<file path="src/logic/rvfi_monitor_pkg.sv">
// Widths assume RV64 with Sv39 and 56-bit physical addresses and the core must retire on two RVFI ports
package rvfi_monitor_pkg;

  // Number of RVFI retirement ports of the core
  localparam int unsigned NrCommitPorts = 2;

  // Integer register width, also selects the compressed FP load encoding
  localparam int unsigned Xlen = 64;

  // Virtual PC width, sign-extended to Xlen when a trap record is built
  localparam int unsigned Vlen = 39;

  // Physical address width of the memory port
  localparam int unsigned Plen = 56;

  // Full instruction word width
  localparam int unsigned InsnWidth = 32;

  // Width of every statistics counter and of the timeout limit
  localparam int unsigned CountWidth = 32;

  // Width of the end-of-test word
  localparam int unsigned ResultWidth = 32;

  // End-of-test word reported when the cycle limit is exceeded
  localparam logic [ResultWidth-1:0] TimeoutResult = {ResultWidth{1'b1}};

  // What one commit port did in a cycle
  // KIND_IDLE marks a port with neither valid nor trap
  // KIND_NONE is a retired instruction that wrote nothing the monitor tracks
  typedef enum logic [2:0] {
    KIND_IDLE      = 3'd0,
    KIND_NONE      = 3'd1,
    KIND_FP_WRITE  = 3'd2,
    KIND_INT_WRITE = 3'd3,
    KIND_STORE     = 3'd4,
    KIND_TRAP      = 3'd5
  } commit_kind_e;

  // Test progress, DONE is left only by reset
  typedef enum logic {
    ST_RUN  = 1'b0,
    ST_DONE = 1'b1
  } test_state_e;

endpackage

</file>
<file path="src/logic/commit_classifier.sv">
// Decodes one RVFI port per cycle and expects valid and trap never to be high together on a port
module commit_classifier import rvfi_monitor_pkg::*; (
  input  logic                  clk_i,
  input  logic                  rst_ni,
  input  logic                  valid_i,
  input  logic                  trap_i,
  input  logic [InsnWidth-1:0]  insn_i,
  input  logic [4:0]            rd_addr_i,
  input  logic [Xlen/8-1:0]     mem_wmask_i,
  output commit_kind_e          kind_o
);

  logic [6:0] opcode;
  logic [5:0] funct6;
  logic [2:0] c_funct3;
  logic [2:0] c_fp_load_funct3;
  logic       is_fp_load;
  logic       is_fma;
  logic       is_op_fp;
  logic       is_c_fp_load;
  logic       fp_write;

  assign opcode   = insn_i[6:0];
  assign funct6   = insn_i[31:26];
  assign c_funct3 = insn_i[15:13];

  // C.FLD/C.FLDSP on RV64, C.FLW/C.FLWSP on RV32
  assign c_fp_load_funct3 = (Xlen == 64) ? 3'b001 : 3'b011;

  // LOAD-FP
  assign is_fp_load = (opcode == 7'b0000111);

  // FMADD, FMSUB, FNMSUB, FNMADD
  assign is_fma = (opcode == 7'b1000011) || (opcode == 7'b1000111) ||
                  (opcode == 7'b1001011) || (opcode == 7'b1001111);

  // OP-FP minus the groups that write x registers
  // 111000 is FMV.X and FCLASS, 101000 compares, 110000 FCVT to integer
  assign is_op_fp = (opcode == 7'b1010011) &&
                    (funct6 != 6'b111000) &&
                    (funct6 != 6'b101000) &&
                    (funct6 != 6'b110000);

  // Compressed quadrants 0 and 2 have bit 0 low
  assign is_c_fp_load = !insn_i[0] && (c_funct3 == c_fp_load_funct3);

  assign fp_write = is_fp_load || is_fma || is_op_fp || is_c_fp_load;

  // Ordered decode, FP destination first
  always_comb begin
    kind_o = KIND_IDLE;
    if (valid_i) begin
      if (fp_write) begin
        kind_o = KIND_FP_WRITE;
      end else if (rd_addr_i != 5'd0) begin
        kind_o = KIND_INT_WRITE;
      end else if (mem_wmask_i != '0) begin
        kind_o = KIND_STORE;
      end else begin
        kind_o = KIND_NONE;
      end
    end else if (trap_i) begin
      kind_o = KIND_TRAP;
    end
  end

  // A port either retires or traps in a cycle
  valid_trap_exclusive_a: assert property (
    @(posedge clk_i) disable iff (!rst_ni)
    !(valid_i && trap_i)
  ) else $error("valid and trap high together on one commit port");

endmodule

</file>
<file path="src/logic/tohost_detector.sv">
// Combinational tohost match over all ports where a zero tohost address disables detection
module tohost_detector import rvfi_monitor_pkg::*; (
  input  commit_kind_e [NrCommitPorts-1:0]             kind_i,
  input  logic         [NrCommitPorts-1:0][Plen-1:0]   mem_paddr_i,
  input  logic         [NrCommitPorts-1:0][Xlen-1:0]   mem_wdata_i,
  input  logic         [Plen-1:0]                      tohost_addr_i,
  output logic                                         hit_o,
  output logic         [ResultWidth-1:0]               code_o
);

  logic                     tohost_en;
  logic [NrCommitPorts-1:0] qualify;

  assign tohost_en = (tohost_addr_i != '0);

  // A store to tohost only ends the test with data bit 0 set
  always_comb begin
    for (int unsigned i = 0; i < NrCommitPorts; i++) begin
      qualify[i] = tohost_en &&
                   (kind_i[i] == KIND_STORE) &&
                   (mem_paddr_i[i] == tohost_addr_i) &&
                   mem_wdata_i[i][0];
    end
  end

  assign hit_o = |qualify;

  // Ascending scan, so the highest qualifying port wins
  always_comb begin
    code_o = '0;
    for (int unsigned i = 0; i < NrCommitPorts; i++) begin
      if (qualify[i]) begin
        code_o = mem_wdata_i[i][ResultWidth-1:0];
      end
    end
  end

endmodule

</file>
<file path="src/logic/cycle_timer.sv">
// Saturating cycle counter whose limit_i must stay stable between resets
module cycle_timer import rvfi_monitor_pkg::*; (
  input  logic                  clk_i,
  input  logic                  rst_ni,
  input  logic [CountWidth-1:0] limit_i,
  output logic                  timeout_o
);

  logic [CountWidth-1:0] count_q;

  // Edges since reset, stuck at the top value
  always_ff @(posedge clk_i) begin
    if (!rst_ni) begin
      count_q <= '0;
    end else if (count_q != {CountWidth{1'b1}}) begin
      count_q <= count_q + 1'b1;
    end
  end

  assign timeout_o = (count_q > limit_i);

  // Once expired the timer stays expired until the next reset
  timeout_sticky_a: assert property (
    @(posedge clk_i) disable iff (!rst_ni)
    timeout_o |=> timeout_o
  ) else $error("timeout dropped without a reset");

endmodule

</file>
<file path="src/logic/test_control_fsm.sv">
// Captures the first end-of-test event after reset and a timeout beats a tohost hit in the same cycle
module test_control_fsm import rvfi_monitor_pkg::*; (
  input  logic                   clk_i,
  input  logic                   rst_ni,
  input  logic                   tohost_hit_i,
  input  logic [ResultWidth-1:0] tohost_code_i,
  input  logic                   timeout_i,
  output logic                   running_o,
  output logic [ResultWidth-1:0] end_of_test_o
);

  test_state_e            state_q;
  test_state_e            state_d;
  logic [ResultWidth-1:0] result_q;
  logic [ResultWidth-1:0] result_d;

  always_comb begin
    state_d  = state_q;
    result_d = result_q;
    unique case (state_q)
      ST_RUN: begin
        if (timeout_i) begin
          result_d = TimeoutResult;
          state_d  = ST_DONE;
        end else if (tohost_hit_i) begin
          result_d = tohost_code_i;
          state_d  = ST_DONE;
        end
      end
      // Result is frozen until reset
      ST_DONE: begin
        state_d  = ST_DONE;
        result_d = result_q;
      end
      default: begin
        state_d = ST_RUN;
      end
    endcase
  end

  always_ff @(posedge clk_i) begin
    if (!rst_ni) begin
      state_q  <= ST_RUN;
      result_q <= '0;
    end else begin
      state_q  <= state_d;
      result_q <= result_d;
    end
  end

  assign running_o     = (state_q == ST_RUN);
  assign end_of_test_o = result_q;

  // Once done, the word seen by the testbench never moves
  result_frozen_a: assert property (
    @(posedge clk_i) disable iff (!rst_ni)
    (state_q == ST_DONE) |=> (state_q == ST_DONE) && $stable(end_of_test_o)
  ) else $error("end_of_test changed after the test ended");

endmodule

</file>
<file path="src/logic/commit_stats.sv">
// Counts commits of all ports while running and the counters wrap at CountWidth bits
module commit_stats import rvfi_monitor_pkg::*; (
  input  logic                                clk_i,
  input  logic                                rst_ni,
  input  commit_kind_e [NrCommitPorts-1:0]    kind_i,
  input  logic                                running_i,
  output logic         [CountWidth-1:0]       retired_count_o,
  output logic         [CountWidth-1:0]       trap_count_o,
  output logic         [CountWidth-1:0]       fp_write_count_o,
  output logic         [CountWidth-1:0]       store_count_o
);

  logic [CountWidth-1:0] retired_inc;
  logic [CountWidth-1:0] trap_inc;
  logic [CountWidth-1:0] fp_write_inc;
  logic [CountWidth-1:0] store_inc;

  // Per-cycle increments, 0 up to NrCommitPorts each
  always_comb begin
    retired_inc  = '0;
    trap_inc     = '0;
    fp_write_inc = '0;
    store_inc    = '0;
    for (int unsigned i = 0; i < NrCommitPorts; i++) begin
      case (kind_i[i])
        KIND_FP_WRITE: begin
          fp_write_inc = fp_write_inc + 1'b1;
          retired_inc  = retired_inc + 1'b1;
        end
        KIND_STORE: begin
          store_inc   = store_inc + 1'b1;
          retired_inc = retired_inc + 1'b1;
        end
        KIND_INT_WRITE, KIND_NONE: begin
          retired_inc = retired_inc + 1'b1;
        end
        KIND_TRAP: begin
          trap_inc = trap_inc + 1'b1;
        end
        default: ;
      endcase
    end
  end

  always_ff @(posedge clk_i) begin
    if (!rst_ni) begin
      retired_count_o  <= '0;
      trap_count_o     <= '0;
      fp_write_count_o <= '0;
      store_count_o    <= '0;
    end else if (running_i) begin
      retired_count_o  <= retired_count_o + retired_inc;
      trap_count_o     <= trap_count_o + trap_inc;
      fp_write_count_o <= fp_write_count_o + fp_write_inc;
      store_count_o    <= store_count_o + store_inc;
    end
  end

  // Counters are frozen as soon as the controller leaves RUN
  counts_frozen_a: assert property (
    @(posedge clk_i) disable iff (!rst_ni)
    !running_i |=> $stable(retired_count_o) && $stable(trap_count_o) &&
                   $stable(fp_write_count_o) && $stable(store_count_o)
  ) else $error("statistics changed after the test ended");

endmodule

</file>
<file path="src/logic/rvfi_monitor.sv">
// Two-port RVFI commit monitor where end_of_test_o bit 0 marks the end and all ones means timeout
module rvfi_monitor import rvfi_monitor_pkg::*; (
  input  logic                                    clk_i,
  input  logic                                    rst_ni,
  input  logic [NrCommitPorts-1:0]                rvfi_valid_i,
  input  logic [NrCommitPorts-1:0]                rvfi_trap_i,
  input  logic [NrCommitPorts-1:0][InsnWidth-1:0] rvfi_insn_i,
  input  logic [NrCommitPorts-1:0][4:0]           rvfi_rd_addr_i,
  input  logic [NrCommitPorts-1:0][Xlen/8-1:0]    rvfi_mem_wmask_i,
  input  logic [NrCommitPorts-1:0][Plen-1:0]      rvfi_mem_paddr_i,
  input  logic [NrCommitPorts-1:0][Xlen-1:0]      rvfi_mem_wdata_i,
  input  logic [Plen-1:0]                         tohost_addr_i,
  input  logic [CountWidth-1:0]                   timeout_cycles_i,
  output logic [ResultWidth-1:0]                  end_of_test_o,
  output logic [CountWidth-1:0]                   retired_count_o,
  output logic [CountWidth-1:0]                   trap_count_o,
  output logic [CountWidth-1:0]                   fp_write_count_o,
  output logic [CountWidth-1:0]                   store_count_o
);

  commit_kind_e [NrCommitPorts-1:0] kind;
  logic                             tohost_hit;
  logic [ResultWidth-1:0]           tohost_code;
  logic                             timeout;
  logic                             running;

  // One decoder per retirement port
  for (genvar p = 0; p < NrCommitPorts; p++) begin : gen_classifier
    commit_classifier commit_classifier_i (
      .clk_i       ( clk_i               ),
      .rst_ni      ( rst_ni              ),
      .valid_i     ( rvfi_valid_i[p]     ),
      .trap_i      ( rvfi_trap_i[p]      ),
      .insn_i      ( rvfi_insn_i[p]      ),
      .rd_addr_i   ( rvfi_rd_addr_i[p]   ),
      .mem_wmask_i ( rvfi_mem_wmask_i[p] ),
      .kind_o      ( kind[p]             )
    );
  end

  tohost_detector tohost_detector_i (
    .kind_i        ( kind             ),
    .mem_paddr_i   ( rvfi_mem_paddr_i ),
    .mem_wdata_i   ( rvfi_mem_wdata_i ),
    .tohost_addr_i ( tohost_addr_i    ),
    .hit_o         ( tohost_hit       ),
    .code_o        ( tohost_code      )
  );

  cycle_timer cycle_timer_i (
    .clk_i     ( clk_i            ),
    .rst_ni    ( rst_ni           ),
    .limit_i   ( timeout_cycles_i ),
    .timeout_o ( timeout          )
  );

  test_control_fsm test_control_fsm_i (
    .clk_i         ( clk_i         ),
    .rst_ni        ( rst_ni        ),
    .tohost_hit_i  ( tohost_hit    ),
    .tohost_code_i ( tohost_code   ),
    .timeout_i     ( timeout       ),
    .running_o     ( running       ),
    .end_of_test_o ( end_of_test_o )
  );

  // Statistics stop on the edge after the FSM reaches DONE
  commit_stats commit_stats_i (
    .clk_i            ( clk_i            ),
    .rst_ni           ( rst_ni           ),
    .kind_i           ( kind             ),
    .running_i        ( running          ),
    .retired_count_o  ( retired_count_o  ),
    .trap_count_o     ( trap_count_o     ),
    .fp_write_count_o ( fp_write_count_o ),
    .store_count_o    ( store_count_o    )
  );

endmodule

</file>
<file path="config.mk">
export PLATFORM = sky130hd
export DESIGN_NAME = rvfi_monitor
export DESIGN_NICKNAME = d
export VERILOG_FILES = /design/src/logic/rvfi_monitor_pkg.sv /design/src/logic/commit_classifier.sv /design/src/logic/tohost_detector.sv /design/src/logic/cycle_timer.sv /design/src/logic/test_control_fsm.sv /design/src/logic/commit_stats.sv /design/src/logic/rvfi_monitor.sv
export SDC_FILE = /design/constraint.sdc
export NUM_CORES = 1
export LEC_CHECK = 0
export BUFFER_PORTS_ARGS = -buffer_cell sky130_fd_sc_hd__buf_4
export CAP_MARGIN = 40
export CORE_AREA = 3 3 223 225
export DETAILED_ROUTE_END_ITERATION = 8
export DIE_AREA = 0 0 226 228
export PLACE_DENSITY_LB_ADDON = 0.3
export SYNTH_ARGS = -nofsm -noshare
export SYNTH_HDL_FRONTEND = slang
export SYNTH_SLANG_ARGS = --single-unit
</file>
<file path="constraint.sdc">
create_clock -name clk_i -period 3.75 [get_ports clk_i]
set_clock_uncertainty 0.1 [all_clocks]
set_input_delay 0.5625 -clock clk_i [delete_from_list [all_inputs] [get_ports clk_i]]
set_output_delay 0.5625 -clock clk_i [all_outputs]
set_load 0.005 [all_outputs]
</file>
==> impl_metrics.env, run 1 <==
export IMPL_r2r_end="test_control_fsm_i.end_of_test_o[22]"
export IMPL_grt_pass1_wl_um=73300
export IMPL_synth_main_ff_cell="dfxtp_1"
export IMPL_clk_latency_ps=480
export IMPL_setup_viol=0
export IMPL_cts_tree="built"
export IMPL_io_buffers=487
export IMPL_cts_setup_buffers=0
export IMPL_crit_path_end="test_control_fsm_i.end_of_test_o[22]"
export IMPL_yosysWarningCount=0
export IMPL_status="completed"
export IMPL_yosysSeqAreaShare_pct=32.8
export IMPL_viasPerCell=4.72
export IMPL_min_path_cells=3
export IMPL_vias=11500
export IMPL_die_area_um2=51500
export IMPL_post_route_min_period_ps=3570
export IMPL_drcViolationCount=0
export IMPL_antenna_found_initial=2
export IMPL_ios=584
export IMPL_grt_max_degree=82
export IMPL_grt_ovfl_total=0
export IMPL_worst_path_max_fanout=32
export IMPL_worstPathArrival_ps=3830
export IMPL_ir_drop_uv=296
export IMPL_place_inst=2402
export IMPL_rsz0062_at_grt="false"
export IMPL_grt_pass1_vias=11700
export IMPL_slew_violations=0
export IMPL_startpoint_type="flop"
export IMPL_r2r_cells=11
export IMPL_initial_core_util_pct=24.7
export IMPL_tightest_slew_ps=677
export IMPL_relSlewSlack_pct=53.7
export IMPL_layout_common_cells="buf_4 (530), dfxtp_1 (193), xor2_1 (115), and2_1 (112), xnor2_1 (108)"
export IMPL_htree_levels=4
export IMPL_fin_setup_tns_ps=0
export IMPL_cts_sinks=193
export IMPL_first_pass_iters=5
export IMPL_drt_iter0_markers=442
export IMPL_hold_path_class="in -> reg"
export IMPL_synthDistinctLibCells=61
export IMPL_hold_buffers=0
export IMPL_synth_enable_flop_cells=0
export IMPL_rr_startpoint="cycle_timer_i.count_q[19]"
export IMPL_p_total_w=0.00460
export IMPL_crit_required_ps=4010
export IMPL_clock_path_buffers=2
export IMPL_postSynthCellCount=1304
export IMPL_syn_area_um2=11800
export IMPL_drv_cap=0
export IMPL_post_route_worst_setup_slack_ps=178
export IMPL_fin_cells=2434
export IMPL_fin_util_pct=35.6
export IMPL_worstSetupPathType="reg -> reg"
export IMPL_pwr_density_cell_nw_per_um2=271
export IMPL_fin_nets=2279
export IMPL_routabilityCongestion=0.873
export IMPL_core_um2=47700
export IMPL_drive_gt1_share_pct=33.9
export IMPL_post_place_ws_ps=-202
export IMPL_power_leakage_nw=7.30
export IMPL_hold_violations=0
export IMPL_final_antenna_net_count=0
export IMPL_yosysTopAreaCellShare_pct=32.8
export IMPL_drt_wl_total_um=50000
export IMPL_die_h_um=228
export IMPL_ys_async_sr_fraction_pct=0
export IMPL_synth_top_cell_by_area="dfxtp_1"
export IMPL_drt_wirelength_per_cell_um=20.6
export IMPL_clockRootBuffer="clkbuf_16"
export IMPL_die_w_um=226
export IMPL_fmax_mhz=280
export IMPL_syn_to_final_growth_pct=44.3
export IMPL_clk_pin_slew_worst_paths_ps=80
export IMPL_synth_area_leaders="dfxtp_1 (33%), xor2_1 (8.6%), xnor2_1 (8.0%)"
export IMPL_reg2reg_slack_ps=180
export IMPL_synth_ff_latch_count=193
export IMPL_synth_net_count=1777
export IMPL_final_common_cell="buf_4"
export IMPL_startpoint="cycle_timer_i.count_q[19]"
export IMPL_grtUsageTotal_pct=19.0
export IMPL_cts_resized=0
export IMPL_dp_hpwl_um=41000
export IMPL_end_kind="flop"
export IMPL_rows=80
export IMPL_period_share_pct=95.3
export IMPL_cts_buffers=17
export IMPL_synth_area_per_cell_um2=9.03
[cell families after synthesis]
family | synth area share, %
simple gates | 28.4
xor+xnor | 16.6
flops | 32.8
compound gates | 9.09
buf+inv | 4.06
fa+ha+maj | 5.46
mux | 3.59
[area by class of cell]
type / instances / area, µm²
Clock buffer: 19 / 443
Sequential cell: 193 / 3860
Antenna cell: 1 / 2.50
Multi-Input combinational cell: 1003 / 7450
Timing Repair Buffer: 536 / 4100
Tap cell: 615 / 769
Fill cell: 4936 / 30800
Clock inverter: 12 / 145
Inverter: 55 / 206
[worst max-delay path: stages, from the launching register on]
cell and delay [ps]:
dfxtp_1 410, ha_1 280, a21oi_1 130, o21ai_0 160
a221o_1 380, a2111oi_0 660, buf_4 210, a21boi_0 120
buf_4 180, o31a_2 360, buf_12 170, o221a_1 260
[cells in the mapped netlist, types with 3 or more instances]
cell type,count
or4b_1,3
xor2_1,115
nor4_1,40
buf_2,4
and3_1,31
nand4_1,52
nand2_1,72
ha_1,45
and2_1,112
mux2i_1,7
inv_1,54
fa_1,4
nand4b_1,31
clkbuf_1,40
a21oi_1,21
o211ai_1,3
xnor2_1,108
nor3_1,19
a21boi_0,31
mux2_2,30
o221a_1,31
nor2b_1,24
nand2b_1,15
a21boi_1,4
and4_1,19
dfxtp_1,193
nor2_1,20
o21ai_0,38
or3_1,34
nand3_1,55
buf_6,9
[worst min-delay path by stage]
stage	slack, ps	to	startpoint
6_report	380	test_control_fsm_i.end_of_test_o[1]	rvfi_mem_wdata_i[65]
5_1_grt	350	test_control_fsm_i.end_of_test_o[19]	rvfi_mem_wdata_i[83]
4_1_cts	320	test_control_fsm_i.end_of_test_o[1]	rvfi_mem_wdata_i[65]
3_5_place_dp	360	test_control_fsm_i.end_of_test_o[0]	test_control_fsm_i.end_of_test_o[0]
3_3_place_gp	360	test_control_fsm_i.end_of_test_o[0]	test_control_fsm_i.end_of_test_o[0]
2_1_floorplan	360	cycle_timer_i.count_q[30]	cycle_timer_i.count_q[30]
[registers in the layout (all words and copies together) (netlist names)]
| register | flops |
|---|---|
| commit_stats_i.fp_write_count_o | 32 |
| commit_stats_i.retired_count_o | 32 |
| commit_stats_i.store_count_o | 32 |
| commit_stats_i.trap_count_o | 32 |
| cycle_timer_i.count_q | 32 |
| test_control_fsm_i.end_of_test_o | 32 |
| test_control_fsm_i.state_q | 1 |
[power by group]
part	switching, W	total, W	internal (W)
combinational	0.000286	0.000643	0.000357
sequential	0.0000147	0.00208	0.00206
clock	0.000926	0.00188	0.000958
total	0.00123	0.00460	0.00338
[through the flow]
stage | hold slack, ps | instance area, µm²
global route | 352 | 17000
finish | 375 | 17000
global placement | 358 | 16400
floorplan | 358 | 11800
CTS | 321 | 17000
detailed placement | 359 | 16400
[routing by layer]
layer	GRT usage (%)	wire, µm
met3	6.07	3820
met2	33.4	24900
met1	20.0	18900
met4	10.2	2420
met5	0	0
(Power assumes the default switching activity.)
==> run 2: changes to the inputs <==
--- a/config.mk
+++ b/config.mk
@@ -8,6 +8,7 @@
 export BUFFER_PORTS_ARGS = -buffer_cell sky130_fd_sc_hd__buf_4
 export CAP_MARGIN = 40
 export CORE_AREA = 3 3 223 225
+export CTS_BUF_LIST = sky130_fd_sc_hd__clkbuf_16
 export DETAILED_ROUTE_END_ITERATION = 8
 export DIE_AREA = 0 0 226 228
 export PLACE_DENSITY_LB_ADDON = 0.3
==> impl_metrics.env, run 2 (synthesized netlist as in run 1, its figures left out) <==
export IMPL_grt_max_degree=82
export IMPL_drt_iter0_markers=443
export IMPL_relSlewSlack_pct=54.7
export IMPL_drt_wl_total_um=50000
export IMPL_syn_to_final_growth_pct=44.2
export IMPL_crit_required_ps=4010
export IMPL_worstPathArrival_ps=3790
export IMPL_viasPerCell=4.72
export IMPL_end_kind="flop"
export IMPL_clk_pin_slew_worst_paths_ps=80
export IMPL_final_common_cell="buf_4"
export IMPL_drive_gt1_share_pct=33.8
export IMPL_status="completed"
export IMPL_ir_drop_uv=295
export IMPL_setup_viol=0
export IMPL_ios=584
export IMPL_fmax_mhz=283
export IMPL_post_route_worst_setup_slack_ps=217
export IMPL_io_buffers=487
export IMPL_hold_violations=0
export IMPL_wl_met2_um=24900
export IMPL_vias=11500
export IMPL_layout_common_cells="buf_4 (530), dfxtp_1 (193), xor2_1 (115), and2_1 (112), xnor2_1 (108)"
export IMPL_post_place_ws_ps=-202
export IMPL_drt_met1_wl_um=18900
export IMPL_clock_path_buffers=2
export IMPL_startpoint_type="flop"
export IMPL_hold_path_class="in -> reg"
export IMPL_cts_resized=0
export IMPL_cp_top_family="compound AO/OA/AOI/OAI gates"
export IMPL_worst_path_max_fanout=32
export IMPL_worstSetupPathType="reg -> reg"
export IMPL_grt_pass1_vias=11700
export IMPL_routabilityCongestion=0.873
export IMPL_period_share_pct=94.2
export IMPL_final_antenna_net_count=0
export IMPL_drv_cap=0
export IMPL_rsz0062_at_grt="false"
export IMPL_grt_ovfl_total=0
export IMPL_cts_buffers=17
export IMPL_wl_met3_um=3790
export IMPL_die_area_um2=51500
export IMPL_cpPeakStageDelay_ps=630
export IMPL_first_pass_iters=4
export IMPL_path_cells="ha_1, a21oi_1, o21ai_0, a221o_1, a2111oi_0, buf_4, a21boi_0, buf_4, o31a_2, buf_12, o221a_1"
export IMPL_grt_pass1_wl_um=73300
export IMPL_core_um2=47700
export IMPL_cp_slowest_cell="a2111oi_0"
export IMPL_die_h_um=228
export IMPL_clockRootBuffer="clkbuf_16"
export IMPL_antenna_found_initial=2
export IMPL_post_route_min_period_ps=3530
export IMPL_htree_levels=4
export IMPL_rows=80
export IMPL_dp_hpwl_um=41000
export IMPL_fin_util_pct=35.5
export IMPL_power_leakage_nw=7.30
export IMPL_fin_nets=2279
export IMPL_cpMostUsedCell="buf_4"
export IMPL_clk_latency_ps=480
export IMPL_cts_setup_buffers=0
export IMPL_worst_path_buf_inv=3
export IMPL_top_layer_used="met4"
export IMPL_timing_hold_ws_ps=375
export IMPL_hold_buffers=0
export IMPL_fillerInstances=4937
export IMPL_initial_core_util_pct=24.7
export IMPL_drt_wirelength_per_cell_um=20.5
export IMPL_pwr_density_cell_nw_per_um2=270
export IMPL_cts_sinks=193
export IMPL_slew_violations=0
export IMPL_tightest_slew_ps=674
export IMPL_grtUsageTotal_pct=19.0
export IMPL_cts_tree="built"
export IMPL_drcViolationCount=0
export IMPL_die_w_um=226
==> run 2: changes by cell type in the layout (fill, tap and decap cells not counted) <==
cell | before | now
inv_1 | 54 | 55
clkinv_1 | 0 | 1
clkbuf_1 | 1 | 0
clkbuf_8 | 1 | 0
==> run 2: report_power, final <==
| part | internal [W] | switching (W) |
|---|---|---|
| combinational | 0.000357 | 0.000286 |
| clock | 0.000935 | 0.000924 |
| sequential | 0.00206 | 0.0000147 |
| total | 0.00335 | 0.00123 |
==> run 2: worst min-delay path, stage by stage <==
cell and delay, ps:
buf_4 70, mux2_2 130, o221a_1 160
==> run 2: per-layer routing <==
metal	global-route usage, %	up-vias
met4	10.2	0
met1	20.1	5392
met5	0	-
met3	6.07	82
li1	-	5637
met2	33.4	374
==> run 2: final timing paths <==
check,start,end,slack (ps),cells past startpoint
setup / recovery,cycle_timer_i.count_q[19],test_control_fsm_i.end_of_test_o[22],220,11
hold / removal,rvfi_mem_wdata_i[65],test_control_fsm_i.end_of_test_o[1],370,3
setup reg to reg,cycle_timer_i.count_q[19],test_control_fsm_i.end_of_test_o[22],220,11
hold reg to reg,test_control_fsm_i.end_of_test_o[0],test_control_fsm_i.end_of_test_o[0],370,1
==> run 2: stage by stage <==
stage	cell area (µm²)	total power, W	cells	TNS, ps
3_5_place_dp	16400	0.00277	2402	-7420
6_report	17000	0.00458	2434	0
5_1_grt	17000	0.00481	2434	0
2_1_floorplan	11800	0.00233	1304	0
3_3_place_gp	16400	0.00277	2402	-4970
4_1_cts	17000	0.00470	2433	0
==> run 2: area by class of cell <==
class,instances,area (µm²),area share [%]
diodes,1,2.50,0.0147
well taps,615,769,4.53
clock inverters,14,153,0.899
inverters,55,206,1.22
flip-flops and latches,193,3860,22.8
repair buffers,536,4100,24.2
clock buffers,17,425,2.51
multi-input cells,1003,7450,43.9
==> run 3: changes to the inputs <==
--- a/config.mk
+++ b/config.mk
@@ -7,10 +7,10 @@
 export LEC_CHECK = 0
 export BUFFER_PORTS_ARGS = -buffer_cell sky130_fd_sc_hd__buf_4
 export CAP_MARGIN = 40
-export CORE_AREA = 3 3 223 225
+export CORE_AREA = 3 3 228 230
 export CTS_BUF_LIST = sky130_fd_sc_hd__clkbuf_16
 export DETAILED_ROUTE_END_ITERATION = 8
-export DIE_AREA = 0 0 226 228
+export DIE_AREA = 0 0 231 233
 export PLACE_DENSITY_LB_ADDON = 0.3
 export SYNTH_ARGS = -nofsm -noshare
 export SYNTH_HDL_FRONTEND = slang
==> impl_metrics.env, run 3 (synthesized netlist as in run 1, its figures left out) <==
export IMPL_status="completed"
export IMPL_ir_drop_uv=313
export IMPL_hold_violations=0
export IMPL_viasPerCell=4.63
export IMPL_vias=11500
export IMPL_design_area_um2=17000
export IMPL_core_um2=50100
export IMPL_rows=82
export IMPL_grt_max_degree=106
export IMPL_worst_path_max_fanout=4
export IMPL_timing_hold_ws_ps=386
export IMPL_drt_iter0_markers=432
export IMPL_fin_nets=2279
export IMPL_grt_pass1_wl_um=72600
export IMPL_path_cells="buf_4, or4b_2, nor3_1, buf_4, and3_2, ha_1, ha_1, inv_1, fa_1, nor3_2, buf_4, nor2b_1, and4_1, xor2_1, and2_1"
export IMPL_worst_path_buf_inv=4
export IMPL_tightest_slew_ps=667
export IMPL_final_common_cell="buf_4"
export IMPL_htree_levels=4
export IMPL_multi_input_area_um2=7470
export IMPL_hold_buffers=0
export IMPL_routabilityCongestion=0.948
export IMPL_antenna_found_initial=1
export IMPL_p_total_w=0.00449
export IMPL_fillerInstances=5232
export IMPL_die_h_um=233
export IMPL_fmax_mhz=284
export IMPL_clk_latency_ps=460
export IMPL_first_pass_iters=5
export IMPL_cp_slowest_cell="or4b_2"
export IMPL_startpoint_type="input port"
export IMPL_cts_sinks=193
export IMPL_place_inst=2458
export IMPL_ios=584
export IMPL_wl_met2_um=25600
export IMPL_r2r_cells=11
export IMPL_crit_required_ps=4060
export IMPL_post_route_min_period_ps=3530
export IMPL_fin_setup_tns_ps=0
export IMPL_die_area_um2=53800
export IMPL_wl_met3_um=3160
export IMPL_grt_pass1_vias=11500
export IMPL_hold_path_class="reg -> reg"
export IMPL_cts_buffers=17
export IMPL_relSlewSlack_pct=55.2
export IMPL_fin_cells=2491
export IMPL_worstPathArrival_ps=3840
export IMPL_drt_wl_total_um=50200
export IMPL_die_w_um=231
export IMPL_power_leakage_nw=7.29
export IMPL_dp_hpwl_um=41200
export IMPL_syn_to_final_growth_pct=44.5
export IMPL_end_kind="flop"
export IMPL_rsz0062_at_grt="false"
export IMPL_drt_met1_wl_um=19500
export IMPL_cp_top_family="simple AND/OR/NAND/NOR gates"
export IMPL_cpMostUsedCell="buf_4"
export IMPL_crit_cells=15
export IMPL_seqCellArea_um2=3860
export IMPL_pwr_density_cell_nw_per_um2=264
export IMPL_min_path_cells=1
export IMPL_place_area_um2=16400
export IMPL_drcViolationCount=0
export IMPL_clock_path_buffers=2
export IMPL_final_antenna_net_count=0
export IMPL_drive_gt1_share_pct=34.0
export IMPL_clk_pin_slew_worst_paths_ps=70
export IMPL_layout_common_cells="buf_4 (531), dfxtp_1 (193), xor2_1 (115), and2_1 (112), xnor2_1 (108)"
export IMPL_period_share_pct=94.1
export IMPL_setup_viol=0
export IMPL_top_layer_used="met4"
export IMPL_drt_wirelength_per_cell_um=20.1
export IMPL_initial_core_util_pct=23.5
export IMPL_io_buffers=487
export IMPL_worstSetupPathType="in -> reg"
export IMPL_cpPeakStageDelay_ps=660
export IMPL_slew_violations=0
export IMPL_cts_tree="built"
export IMPL_drv_cap=0
export IMPL_grt_ovfl_total=0
export IMPL_clockRootBuffer="clkbuf_16"
export IMPL_grtUsageTotal_pct=18.0
[run 3: cell types whose count changed in the layout (fill, tap and decap cells not counted), sizes merged]
cell      change
clkinvlp      +1
bufinv        -1
inv           +1
clkinv        -1
[run 3: final timing paths]
check	from	end	slack (ps)
max	rvfi_rd_addr_i[1]	commit_stats_i.store_count_o[22]	220
min	test_control_fsm_i.end_of_test_o[0]	test_control_fsm_i.end_of_test_o[0]	390
min reg2reg	test_control_fsm_i.end_of_test_o[0]	test_control_fsm_i.end_of_test_o[0]	390
max reg2reg	cycle_timer_i.count_q[19]	test_control_fsm_i.end_of_test_o[18]	370
[run 3: where the power goes]
part	internal (W)	total [W]	leakage (nW)	switching, W
Sequential	0.00206	0.00208	1.56	0.0000150
Clock	0.000860	0.00177	0.270	0.000911
Combinational	0.000357	0.000641	5.46	0.000284
Total	0.00328	0.00449	7.29	0.00121
[run 3: worst reg2reg max path, cell delays in order (launching register included)]
cell and delay [ps]:
dfxtp_1 430, ha_1 300, a21oi_1 120, o21ai_0 120
a221o_1 380, a2111oi_0 530, buf_4 190, a21boi_0 80
buf_4 180, o31a_2 360, buf_12 170, o221a_1 290
[run 3: final cells by class]
type,count,area share [%]
multi-input cells,1003,43.9
clock buffers,17,2.50
flip-flops and latches,193,22.7
well taps,672,4.94
diodes,1,0.0147
inverters,55,1.21
repair buffers,536,24.0
clock inverters,14,0.670
[run 3: what timing repair did]
item / CTS / global route
setup buffers: 0 / 1
gates resized for setup: 0 / 5
setup endpoints to repair: 0 / 9
[run 3: per-layer routing]
layer | track usage (%) | up-vias
met5 | 0 | -
met4 | 7.63 | 0
met3 | 4.47 | 60
met2 | 32.8 | 376
met1 | 19.7 | 5474
li1 | - | 5628
[run 3: stage by stage]
stage	worst slack (ps)	util (%)
after floorplan	5.02	-
after global placement	-374	32.8
after detailed placement	-434	32.8
after CTS	69.6	33.9
after global routing	28.7	34.0
final	223	34.0
